<file path="src/rtl/exec_pkg.sv">
package exec_pkg;

    localparam int XLEN       = 32;
    localparam int REG_ADDR_W = 5;
    localparam int NUM_REGS   = 32;

    // Major opcodes
    localparam logic [6:0] OPC_OP     = 7'b0110011;
    localparam logic [6:0] OPC_OP_IMM = 7'b0010011;

    localparam logic [6:0] FUNCT7_ALT    = 7'b0100000;
    localparam logic [6:0] FUNCT7_MULDIV = 7'b0000001;

    // Base integer funct3
    localparam logic [2:0] F3_ADD_SUB = 3'b000;
    localparam logic [2:0] F3_SLL     = 3'b001;
    localparam logic [2:0] F3_SLT     = 3'b010;
    localparam logic [2:0] F3_SLTU    = 3'b011;
    localparam logic [2:0] F3_XOR     = 3'b100;
    localparam logic [2:0] F3_SRL_SRA = 3'b101;
    localparam logic [2:0] F3_OR      = 3'b110;
    localparam logic [2:0] F3_AND     = 3'b111;

    // M extension funct3, divides left out
    localparam logic [2:0] F3_MUL    = 3'b000;
    localparam logic [2:0] F3_MULH   = 3'b001;
    localparam logic [2:0] F3_MULHSU = 3'b010;
    localparam logic [2:0] F3_MULHU  = 3'b011;

    localparam int MUL_STEPS = 32;

    typedef enum logic [4:0] {
        OP_NOP,
        OP_ADD,
        OP_SUB,
        OP_AND,
        OP_OR,
        OP_XOR,
        OP_SLL,
        OP_SRL,
        OP_SRA,
        OP_SLT,
        OP_SLTU,
        OP_MUL,
        OP_MULH,
        OP_MULHSU,
        OP_MULHU
    } exec_op_e;

    // R and I views of the same instruction word
    typedef union packed {
        struct packed {
            logic [6:0] funct7;
            logic [4:0] rs2;
            logic [4:0] rs1;
            logic [2:0] funct3;
            logic [4:0] rd;
            logic [6:0] opcode;
        } r;
        struct packed {
            logic [11:0] imm12;
            logic [4:0]  rs1;
            logic [2:0]  funct3;
            logic [4:0]  rd;
            logic [6:0]  opcode;
        } i;
    } insn_word_u;

    function automatic logic is_mul_op(exec_op_e op);
        return op inside {OP_MUL, OP_MULH, OP_MULHSU, OP_MULHU};
    endfunction

endpackage

</file>
<file path="src/rtl/reg_file.sv">
module reg_file import exec_pkg::*; (
    input  logic                  clk,
    input  logic                  rst,
    input  logic [REG_ADDR_W-1:0] rs1,
    input  logic [REG_ADDR_W-1:0] rs2,
    output logic [XLEN-1:0]       rdata1,
    output logic [XLEN-1:0]       rdata2,
    input  logic                  we,
    input  logic [REG_ADDR_W-1:0] waddr,
    input  logic [XLEN-1:0]       wdata
);

    // x0 has no storage
    logic [XLEN-1:0] regs [1:NUM_REGS-1];

    always_ff @(posedge clk) begin
        if (rst) begin
            for (int n = 1; n < NUM_REGS; n++) begin
                regs[n] <= '0;
            end
        end else if (we && waddr != '0) begin
            regs[waddr] <= wdata;
        end
    end

    assign rdata1 = (rs1 == '0) ? '0 : regs[rs1];
    assign rdata2 = (rs2 == '0) ? '0 : regs[rs2];

endmodule

</file>
<file path="src/rtl/alu_unit.sv">
module alu_unit import exec_pkg::*; (
    input  exec_op_e        ex_op,
    input  logic [XLEN-1:0] ex_a,
    input  logic [XLEN-1:0] ex_b,
    output logic [XLEN-1:0] alu_result
);

    logic [4:0] shamt;

    assign shamt = ex_b[4:0];

    always_comb begin
        case (ex_op)
            OP_ADD: begin
                alu_result = ex_a + ex_b;
            end
            OP_SUB: begin
                alu_result = ex_a - ex_b;
            end
            OP_AND: begin
                alu_result = ex_a & ex_b;
            end
            OP_OR: begin
                alu_result = ex_a | ex_b;
            end
            OP_XOR: begin
                alu_result = ex_a ^ ex_b;
            end
            OP_SLL: begin
                alu_result = ex_a << shamt;
            end
            OP_SRL: begin
                alu_result = ex_a >> shamt;
            end
            OP_SRA: begin
                alu_result = $signed(ex_a) >>> shamt;
            end
            OP_SLT: begin
                alu_result = {{(XLEN-1){1'b0}}, $signed(ex_a) < $signed(ex_b)};
            end
            OP_SLTU: begin
                alu_result = {{(XLEN-1){1'b0}}, ex_a < ex_b};
            end
            // Multiplies and no-ops
            default: begin
                alu_result = '0;
            end
        endcase
    end

endmodule

</file>
<file path="src/rtl/mul_unit.sv">
module mul_unit import exec_pkg::*; (
    input  logic                  clk,
    input  logic                  rst,
    input  logic                  ex_valid,
    input  exec_op_e              ex_op,
    input  logic [XLEN-1:0]       ex_a,
    input  logic [XLEN-1:0]       ex_b,
    input  logic [REG_ADDR_W-1:0] ex_rd,
    output logic                  busy,
    output logic                  mul_done,
    output logic [XLEN-1:0]       mul_result,
    output logic [REG_ADDR_W-1:0] mul_rd
);

    logic                         start;
    logic                         running;
    logic [$clog2(MUL_STEPS)-1:0] step_cnt;
    logic                         a_signed;
    logic                         b_signed;
    logic [XLEN-1:0]              a_mag;
    logic [XLEN-1:0]              b_mag;
    logic [2*XLEN-1:0]            mcand;
    logic [XLEN-1:0]              mplier;
    logic [2*XLEN-1:0]            acc;
    logic                         neg;
    logic                         want_low;
    logic [2*XLEN-1:0]            product;

    assign start    = ex_valid && is_mul_op(ex_op);
    assign a_signed = ex_op != OP_MULHU;
    assign b_signed = ex_op == OP_MUL || ex_op == OP_MULH;
    assign a_mag    = (a_signed && ex_a[XLEN-1]) ? -ex_a : ex_a;
    assign b_mag    = (b_signed && ex_b[XLEN-1]) ? -ex_b : ex_b;

    always_ff @(posedge clk) begin
        if (rst) begin
            running  <= 1'b0;
            step_cnt <= '0;
            mul_done <= 1'b0;
        end else begin
            mul_done <= running && (&step_cnt);
            if (start) begin
                running  <= 1'b1;
                step_cnt <= '0;
            end else if (running) begin
                step_cnt <= step_cnt + 1'b1;
                if (&step_cnt) begin
                    running <= 1'b0;
                end
            end
        end
    end

    // Unsigned shift-add on magnitudes, sign fixed up at the end
    always_ff @(posedge clk) begin
        if (start) begin
            mcand    <= {{XLEN{1'b0}}, a_mag};
            mplier   <= b_mag;
            acc      <= '0;
            neg      <= (a_signed && ex_a[XLEN-1]) ^ (b_signed && ex_b[XLEN-1]);
            want_low <= ex_op == OP_MUL;
            mul_rd   <= ex_rd;
        end else if (running) begin
            if (mplier[0]) begin
                acc <= acc + mcand;
            end
            mcand  <= mcand << 1;
            mplier <= mplier >> 1;
        end
    end

    assign product    = neg ? -acc : acc;
    assign mul_result = want_low ? product[XLEN-1:0] : product[2*XLEN-1:XLEN];

    // Held through mul_done so a dependent issue sees the writeback bypass
    assign busy = start || running || mul_done;

endmodule

</file>
<file path="src/rtl/writeback_merge.sv">
module writeback_merge import exec_pkg::*; (
    input  logic                  clk,
    input  logic                  rst,
    input  logic                  ex_valid,
    input  exec_op_e              ex_op,
    input  logic [REG_ADDR_W-1:0] ex_rd,
    input  logic [XLEN-1:0]       alu_result,
    input  logic                  mul_done,
    input  logic [REG_ADDR_W-1:0] mul_rd,
    input  logic [XLEN-1:0]       mul_result,
    output logic                  wb_valid,
    output logic [REG_ADDR_W-1:0] wb_rd,
    output logic [XLEN-1:0]       wb_data
);

    logic alu_fin;

    assign alu_fin = ex_valid && !is_mul_op(ex_op);

    // Issue rule keeps the two sources apart
    always_ff @(posedge clk) begin
        if (rst) begin
            wb_valid <= 1'b0;
        end else if (alu_fin) begin
            wb_valid <= ex_rd != '0;
        end else if (mul_done) begin
            wb_valid <= mul_rd != '0;
        end else begin
            wb_valid <= 1'b0;
        end
    end

    always_ff @(posedge clk) begin
        if (alu_fin) begin
            wb_rd   <= ex_rd;
            wb_data <= alu_result;
        end else if (mul_done) begin
            wb_rd   <= mul_rd;
            wb_data <= mul_result;
        end
    end

endmodule

</file>
<file path="src/rtl/issue_stage.sv">
module issue_stage import exec_pkg::*; (
    input  logic                  clk,
    input  logic                  rst,
    input  logic                  insn_valid,
    input  insn_word_u            insn,
    input  logic [XLEN-1:0]       alu_result,
    input  logic                  wb_valid,
    input  logic [REG_ADDR_W-1:0] wb_rd,
    input  logic [XLEN-1:0]       wb_data,
    output logic                  ex_valid,
    output exec_op_e              ex_op,
    output logic [XLEN-1:0]       ex_a,
    output logic [XLEN-1:0]       ex_b,
    output logic [REG_ADDR_W-1:0] ex_rd
);

    exec_op_e        dec_op;
    logic            dec_we;
    logic            use_imm;
    logic            alt;
    logic [XLEN-1:0] imm_sext;
    logic [XLEN-1:0] rf_rdata1;
    logic [XLEN-1:0] rf_rdata2;
    logic            fwd_ex1, fwd_ex2;
    logic            fwd_wb1, fwd_wb2;
    logic [XLEN-1:0] rs1_val;
    logic [XLEN-1:0] rs2_val;

    reg_file reg_file_i (
        .clk    (clk),
        .rst    (rst),
        .rs1    (insn.r.rs1),
        .rs2    (insn.r.rs2),
        .rdata1 (rf_rdata1),
        .rdata2 (rf_rdata2),
        .we     (wb_valid),
        .waddr  (wb_rd),
        .wdata  (wb_data)
    );

    assign imm_sext = {{(XLEN-12){insn.i.imm12[11]}}, insn.i.imm12};

    always_comb begin
        dec_op  = OP_NOP;
        use_imm = 1'b0;
        alt     = 1'b0;
        if (insn.r.opcode == OPC_OP && insn.r.funct7 == FUNCT7_MULDIV) begin
            case (insn.r.funct3)
                F3_MUL:    dec_op = OP_MUL;
                F3_MULH:   dec_op = OP_MULH;
                F3_MULHSU: dec_op = OP_MULHSU;
                F3_MULHU:  dec_op = OP_MULHU;
                default:   dec_op = OP_NOP;
            endcase
        end else if (insn.i.opcode == OPC_OP_IMM ||
                     (insn.r.opcode == OPC_OP &&
                      (insn.r.funct7 == '0 || insn.r.funct7 == FUNCT7_ALT))) begin
            use_imm = insn.i.opcode == OPC_OP_IMM;
            // No SUBI, so only shifts see the alternate bit in I form
            if (use_imm) begin
                alt = insn.i.funct3 == F3_SRL_SRA && insn.i.imm12[10];
            end else begin
                alt = insn.r.funct7 == FUNCT7_ALT;
            end
            case (insn.i.funct3)
                F3_ADD_SUB: dec_op = alt ? OP_SUB : OP_ADD;
                F3_SLL:     dec_op = OP_SLL;
                F3_SLT:     dec_op = OP_SLT;
                F3_SLTU:    dec_op = OP_SLTU;
                F3_XOR:     dec_op = OP_XOR;
                F3_SRL_SRA: dec_op = alt ? OP_SRA : OP_SRL;
                F3_OR:      dec_op = OP_OR;
                F3_AND:     dec_op = OP_AND;
                default:    dec_op = OP_NOP;
            endcase
        end
    end

    assign dec_we = dec_op != OP_NOP && insn.r.rd != '0;

    // Execute result wins over writeback
    assign fwd_ex1 = ex_valid && insn.r.rs1 != '0 && ex_rd == insn.r.rs1;
    assign fwd_ex2 = ex_valid && insn.r.rs2 != '0 && ex_rd == insn.r.rs2;
    assign fwd_wb1 = wb_valid && insn.r.rs1 != '0 && wb_rd == insn.r.rs1;
    assign fwd_wb2 = wb_valid && insn.r.rs2 != '0 && wb_rd == insn.r.rs2;

    assign rs1_val = fwd_ex1 ? alu_result : (fwd_wb1 ? wb_data : rf_rdata1);
    assign rs2_val = fwd_ex2 ? alu_result : (fwd_wb2 ? wb_data : rf_rdata2);

    always_ff @(posedge clk) begin
        if (rst) begin
            ex_valid <= 1'b0;
            ex_op    <= OP_NOP;
            ex_rd    <= '0;
        end else if (insn_valid) begin
            ex_valid <= dec_op != OP_NOP;
            ex_op    <= dec_op;
            ex_rd    <= dec_we ? insn.r.rd : '0;
        end else begin
            ex_valid <= 1'b0;
            ex_op    <= OP_NOP;
            ex_rd    <= '0;
        end
    end

    always_ff @(posedge clk) begin
        ex_a <= rs1_val;
        ex_b <= use_imm ? imm_sext : rs2_val;
    end

endmodule

</file>
<file path="src/rtl/int_exec_core.sv">
module int_exec_core import exec_pkg::*; (
    input  logic                  clk,
    input  logic                  rst,
    input  logic                  insn_valid,
    input  insn_word_u            insn,
    output logic                  busy,
    output logic                  wb_valid,
    output logic [REG_ADDR_W-1:0] wb_rd,
    output logic [XLEN-1:0]       wb_data
);

    logic                  ex_valid;
    exec_op_e              ex_op;
    logic [XLEN-1:0]       ex_a;
    logic [XLEN-1:0]       ex_b;
    logic [REG_ADDR_W-1:0] ex_rd;
    logic [XLEN-1:0]       alu_result;
    logic                  mul_done;
    logic [XLEN-1:0]       mul_result;
    logic [REG_ADDR_W-1:0] mul_rd;

    issue_stage issue_stage_i (
        .clk        (clk),
        .rst        (rst),
        .insn_valid (insn_valid),
        .insn       (insn),
        .alu_result (alu_result),
        .wb_valid   (wb_valid),
        .wb_rd      (wb_rd),
        .wb_data    (wb_data),
        .ex_valid   (ex_valid),
        .ex_op      (ex_op),
        .ex_a       (ex_a),
        .ex_b       (ex_b),
        .ex_rd      (ex_rd)
    );

    alu_unit alu_unit_i (
        .ex_op      (ex_op),
        .ex_a       (ex_a),
        .ex_b       (ex_b),
        .alu_result (alu_result)
    );

    mul_unit mul_unit_i (
        .clk        (clk),
        .rst        (rst),
        .ex_valid   (ex_valid),
        .ex_op      (ex_op),
        .ex_a       (ex_a),
        .ex_b       (ex_b),
        .ex_rd      (ex_rd),
        .busy       (busy),
        .mul_done   (mul_done),
        .mul_result (mul_result),
        .mul_rd     (mul_rd)
    );

    writeback_merge writeback_merge_i (
        .clk        (clk),
        .rst        (rst),
        .ex_valid   (ex_valid),
        .ex_op      (ex_op),
        .ex_rd      (ex_rd),
        .alu_result (alu_result),
        .mul_done   (mul_done),
        .mul_rd     (mul_rd),
        .mul_result (mul_result),
        .wb_valid   (wb_valid),
        .wb_rd      (wb_rd),
        .wb_data    (wb_data)
    );

endmodule

</file>
<file path="config.mk">
export PLATFORM = sky130hd
export DESIGN_NAME = int_exec_core
export DESIGN_NICKNAME = d
export VERILOG_FILES = /design/src/rtl/exec_pkg.sv /design/src/rtl/reg_file.sv /design/src/rtl/alu_unit.sv /design/src/rtl/mul_unit.sv /design/src/rtl/writeback_merge.sv /design/src/rtl/issue_stage.sv /design/src/rtl/int_exec_core.sv
export SDC_FILE = /design/constraint.sdc
export NUM_CORES = 2
export LEC_CHECK = 0
export BUFFER_PORTS_ARGS = -buffer_cell sky130_fd_sc_hd__buf_2
export CORE_UTILIZATION = 49
export DETAILED_ROUTE_END_ITERATION = 7
export GPL_ROUTABILITY_DRIVEN = 0
export GPL_TIMING_DRIVEN = 0
export HOLD_SLACK_MARGIN = 0.15
export PLACE_DENSITY = 0.67
export SLEW_MARGIN = 30
export SYNTH_ARGS = -nofsm -noshare
export SYNTH_HDL_FRONTEND = slang
export SYNTH_SLANG_ARGS = --single-unit
</file>
<file path="constraint.sdc">
create_clock -name clk -period 5.2 [get_ports clk]
set_clock_uncertainty 0.15 [all_clocks]
set_input_delay 1.04 -clock clk [delete_from_list [all_inputs] [get_ports clk]]
set_output_delay 1.04 -clock clk [all_outputs]
set_load 0.01 [all_outputs]
</file>
======== Word-level counts from Yosys, hierarchy flattened ========
Memory sizes are Yosys's and may differ from the RTL's.
Index checks and enable logic that the tools add are counted.
cells by class
  bitwise logic cells ..................... 6
  equality and inequality tests ........... 30
  $add $sub $neg .......................... 7
  reductions and logical operators ........ 44
  shifts and indexed selects .............. 3
  $lt $le $gt $ge ......................... 2
  muxes and demuxes ....................... 44
operators by type and width
  operator            count
  $mux 32             17
  $pmux 32 s10        1
  $add 64x64->64      1
  $lt 32x32->1        2
  $mux 64             1
  $neg 32->32         2
  $neg 64->64         1
  $pmux 5 s8          1
  $eq 5x4->1 const B  7
  $reduce_bool 5->1   7
  $add 32x32->32      1
  $and 32x32->32      1
  $or 32x32->32       1
  $reduce_or 32->1    1
  $shl 32x5->32       1
  $shr 32x5->32       1
  $sshr 32x5->32      1
  $sub 32x32->32      1
  $xor 32x32->32      1
  $mux 5              5
  $eq 5x3->1 const B  4
  $eq 5x5->1          4
  $logic_and 1x1->1   18
  $mux 1              16
  other kinds (26)    40
storage, ports and cells
  memory bits (writable) .................. 992
  input bits .............................. 35
  register bits after elaboration ......... 287
  output and inout bits ................... 39
  memories kept ........................... 1
memory list
  memory                         depth  width  read ports  clocked after Yosys merged registers in  write ports  RTL line        text
  issue_stage_i.reg_file_i.regs  31     32     2           0                                        31           reg_file.sv:14  logic [XLEN-1:0] regs [1:NUM_REGS-1];

======== Logic depth before layout (Yosys ltp) ========
  depth in word-level cells ............... 14
  gate-level depth with buffers ........... 18

======== Modules after synthesis ========
Synthesis repeated with hierarchy kept, for this count alone.
unflattened totals
  cell total of the unflattened synthesis .. 7252
  area total of the unflattened synthesis .. 82268.9 um2
modules (own cells, without submodules)
  module           cells an instance  seq. area each (um2)  area each (um2)  times used
  reg_file         3765               30749.5               54631.1          1
  mul_unit         1628               4194.0                13085.0          1
  alu_unit         1327               0.0                   8603.3           1
  issue_stage      442                1481.4                4255.3           1
  writeback_merge  90                 1131.1                1694.1           1

======== Worst setup path before layout ========
No wires, ideal clock.
  kind .................................... reg-to-reg
  from .................................... reg issue_stage_i.ex_b[2]
  to ...................................... reg writeback_merge_i.wb_data[30] (data pin)
  library setup time ...................... 267 ps
  stages on the path, launching flop included .. 18
  data arrival time ....................... 4505 ps
  slack ................................... 278 ps
  buffers on the path ..................... 5
  data required time ...................... 4783 ps
  cells stage by stage .................... dfxtp_1 clkbuf_1 inv_1 buf_1 clkbuf_1 clkbuf_1 ha_1 clkbuf_1 a211oi_1 o21ai_1 a2111oi_2 o31ai_1 a32oi_1 nor2_1 a311o_1 a221o_1 a21oi_1 o21ai_0
on the way
  cells in the longest elaborated chain, start to end .. 3
RTL lines
  item                                    RTL line               text
  start, declared                         issue_stage.sv:13      output logic [XLEN-1:0] ex_b,
  start signal, assigned                  issue_stage.sv:108     ex_b <= use_imm ? imm_sext : rs2_val;
  $sub 32x32->32 (tied with other cells)  alu_unit.sv:18         alu_result = ex_a - ex_b;
  $pmux 32 s10 *                          alu_unit.sv:13         case (ex_op)
  $mux 32 *                               writeback_merge.sv:34  if (alu_fin) begin
  end signal, assigned                    writeback_merge.sv:36  wb_data <= alu_result;
  end signal, assigned                    writeback_merge.sv:39  wb_data <= mul_result;
  end, declared                           writeback_merge.sv:13  output logic [XLEN-1:0] wb_data
Every way passes the cells marked *; elsewhere a longest branch is shown, timed or not.
A chain may end at the register's enable or synchronous reset.

======== Worst setup path in the final report ========
  from .................................... in insn[20] in the netlist's numbering
  to ...................................... reg issue_stage_i.ex_b[28]
on the way
  cells in the longest elaborated chain, start to end .. 6
RTL lines
  item                                                   RTL line            text
  start, declared                                        int_exec_core.sv:5  input insn_word_u insn,
  branches (longest 4 deep; another with $mem_v2 31x32)  --
  $mux 32 *                                              issue_stage.sv:88   assign rs2_val = fwd_ex2 ? alu_result : (fwd_wb2 ? wb_data : rf_rdata2);
  $mux 32 *                                              issue_stage.sv:108
Mark *: on every way between the ends.

==> flow_summary_export.csv <==
group,metric,value,unit
finish,layout.cells.non_filler,9127,
timing,post-route-min-period,5.21,ns
floorplanning,dieWidth,407,um
global_route,grt_first_pass_wirelength,436,mm
worst_setup_path,critPathKind,"primary input to flip-flop",
pwr,ir_drop,0.000376,V
synthesis,synth_compound_area_frac,0.0976,
synthesis,synth_cells,6566,
timing,min_period_over_period,1.00,
cts,numCtsBuffers,143,
floorplanning,rows,148,
floorplanning,initial_core_util,0.493,
synthesis,synth_xor_area_frac,0.0218,
cts,cts_buffer_depth,3,
timing,rsz0062_at_grt,"no",
worst_setup_path,path_buf_inv,4,
cts,clkLatencyLatePin,0.82,ns
synthesis,muxShareOfSynthArea,0.209,
route,wl_per_cell,33.7,um
pwr,p_sw,8630,uW
route,num_vias,62900,
hold_path,hold_path.class,"primary input to flip-flop",
placement,hpwlAfterDp,228,mm
run,max_cap_violations,0,
placement,port-buffer-count,64,
timing,worst_slack,-0.0109,ns
synthesis,synth_top_area_cell,"edfxtp_1",
outcome,status,"finished, violations left",
synthesis,synth_adder_area_share,0.0270,
synthesis,yosys.area_share.simple,0.141,
synthesis,netlist_area,80200,um2
cts,path_clk_slew,0.06,ns
worst_setup_path,crit_slowest_cell,"buf_2",
cts,clockRootBuffer,"clkbuf_16",
finish,fill_cells,13700,
floorplanning,io_pins,74,
outcome,violations,"design-rule violations, negative setup slack",
route,viasPerCell,6.89,
worst_setup_path,r2r-start,"issue_stage_i.ex_b[4]",
synthesis,ys_ff_latch,1310,
synthesis,seq_area_frac_synth,0.468,
worst_setup_path,cpMostUsedCell,"buf_2",
floorplanning,core-area,163000,um2
finish,drive_gt1_frac,0.180,
route,dr.first_iter.drc_count,10300,
timing,hold_viol,0,
worst_setup_path,cpPeakStageDelay,0.80,ns
timing,finalSetupViolCount,1,
hold_path,hold_start,"insn[11]",
pwr,p_total,28000,uW
worst_setup_path,arrival,5.74,ns
pwr,p_seq_frac,0.436,
placement,post_dp_cell_area,84000,um2
timing,holdWs,0.354,ns
cts,cts.sinks,1310,
finish,design_area,88900,um2
finish,nets,7038,
worst_setup_path,crit_family,"buffers and inverters",
route,ant_nets,0,
synthesis,synth_top_family_by_area,"multiplexers",
finish,syn_to_final_growth,10.8,%
synthesis,synth_top_area_frac,0.424,
route,wl,308,mm
synthesis,synthTopCellsByCount,"1132 x edfxtp_1, 1012 x and2_1, 665 x mux4_2",
worst_setup_path,required,5.73,ns
worst_setup_path,crit_path_start,"insn[20]",
global_route,overflow,0,
synthesis,synth_ff_type,"edfxtp_1",
global_route,grt_pass1_vias,60400,
synthesis,synthTopCellsByArea,"edfxtp_1 42%, mux4_2 19%, and2_1 7.9%",
synthesis,synth_edf_count,1132,
synthesis,synthArstFlopShare,0,
floorplanning,die_h,407,um
synthesis,yosysWarnings,0,
pwr,clock_power_share,0.366,
pwr,internal_power,19400,uW
pwr,powerDensity,315,nW/um2
placement,place_inst,8857,
worst_setup_path,end_kind,"flip-flop",
timing,drv_slew,0,
cts,cts.htree.levels,4,
pwr,leakage,0.0322,uW
worst_setup_path,setup.worst_path.start_class,"primary input",
floorplanning,dieArea,165000,um2
global_route,grt_max_degree,42,
synthesis,syn_area_per_cell,12.2,um2
timing,worst_slew_pin_slew,1.17,ns
route,route.detailed.drc,380,
timing,slew_headroom,0.219,
worst_setup_path,worstPathCellList,"clkbuf_1 > buf_2 > buf_2 > buf_2 > mux4_2 > mux4_2 > mux2i_1 > o21ai_0 > a31oi_1 > o21ai_0",
route,first_pass_iters,8,
pwr,pwr-share-comb,0.198,
cts,cts_tree,"yes",
synthesis,yosysMostFrequentCell,"edfxtp_1",
worst_setup_path,path_max_fanout,10,
synthesis,synth.distinct_cells,91,
timing,fmax,192,MHz
cts,postCtsHoldBufs,0,
global_route,grt_usage,0.372,
global_route,grt_antenna_before_repair,15,
pwr,switching_share,0.308,
==> path summary, 6_finish.rpt <==
kind	to	slack, ns	depth (start not counted)
hold reg to reg	mul_unit_i.mplier[7]	0.37	2
setup / recovery	issue_stage_i.ex_b[28]	-0.01	10
hold / removal	issue_stage_i.ex_rd[4]	0.35	2
setup reg to reg	writeback_merge_i.wb_data[30]	0.01	15
==> per-stage QoR <==
stage	setup TNS [ns]	utilization	setup slack, ns
global placement	-202.44	0.513	-2.05
detailed placement	-56.16	0.517	-1.64
finish	-0.0109	0.547	-0.0109
global route	0	0.546	0.0149
CTS	0	0.546	0.00787
floorplan	0	-	0.278
==> power groups by stage <==
stage | logic (uW) | clock network, uW | registers (uW)
after floorplan | 3390 | 0 | 12200
after global placement | 5050 | 0 | 12300
after detailed placement | 5140 | 0 | 12400
after CTS | 5200 | 10200 | 12100
after global routing | 5700 | 10600 | 12200
final | 5540 | 10300 | 12200
==> layout make-up <==
type	instances	area, um2	share of cell area
plain buffers	599	2420	0.0273
repair buffers	95	823	0.00927
clock inverters	74	778	0.00876
flip-flops and latches	1310	37600	0.423
inverters	130	504	0.00567
clock buffers	182	3830	0.0431
multi-input cells	4553	40200	0.452
well taps	2175	2720	0.0306
diodes	9	22.5	0.000253
==> cells by family after synthesis <==
logic type,count (synthesis)
adder cells (fa/ha/maj),171
AO/OA/AOI/OAI,1209
flip-flops,1310
buffers and inverters,734
XOR/XNOR,200
AND/OR/NAND/NOR,2103
other,1
multiplexers,838
==> flip-flops by register name, indices dropped and copies added, names as in the netlist <==
signal                         count
issue_stage_i.reg_file_i.regs   1024
mul_unit_i.acc                    64
mul_unit_i.mcand                  64
issue_stage_i.ex_a                32
issue_stage_i.ex_b                32
mul_unit_i.mplier                 32
writeback_merge_i.wb_data         32
issue_stage_i.ex_rd                5
mul_unit_i.mul_rd                  5
mul_unit_i.step_cnt                5
writeback_merge_i.wb_rd            5
issue_stage_i.ex_op                4
issue_stage_i.ex_valid             1
mul_unit_i.mul_done                1
mul_unit_i.neg                     1
mul_unit_i.running                 1
mul_unit_i.want_low                1
writeback_merge_i.wb_valid         1
==> routing by layer <==
layer  vias up  share of wire  global-route usage
li1      25400              -                   -
met1     31200           0.35               0.467
met2      5037           0.43               0.554
met3      1199           0.14               0.127
met4        12          0.076               0.228
met5         -         0.0012              0.0169
==> repair_timing <==
action                     CTS  global route
cloned                       0             0
resized for setup           23            15
pin swaps                    1             2
buffers inserted             3             6
setup endpoints to repair   82            51
==> worst register-to-register path: cells and delay by family, from the launching register on <==
kind | cells | cell delay, ns
AO/OA/AOI/OAI | 8 | 2.00
adder cells (fa/ha/maj) | 1 | 0.40
buffers and inverters | 4 | 1.19
flip-flops | 1 | 0.45
AND/OR/NAND/NOR | 2 | 0.76
==> placed cells by master, fill, tap and decap left out, types with 34 or more instances in the layout <==
master,count
a211oi_1,51
a21o_1,74
a21oi_1,333
a221oi_1,63
a31oi_1,34
and2_1,1012
buf_2,139
clkbuf_1,477
clkbuf_16,147
clkbuf_2,53
dfxtp_1,176
edfxtp_1,1132
ha_1,168
inv_1,125
mux2_2,52
mux2i_1,121
mux4_2,665
nand2_1,402
nand3_1,48
nand4_1,40
nor2_1,324
nor3_1,69
o211ai_1,55
o21ai_0,285
o31ai_1,41
xnor2_1,148
xor2_1,52
Note: power is estimated with default switching activity, not from simulation.
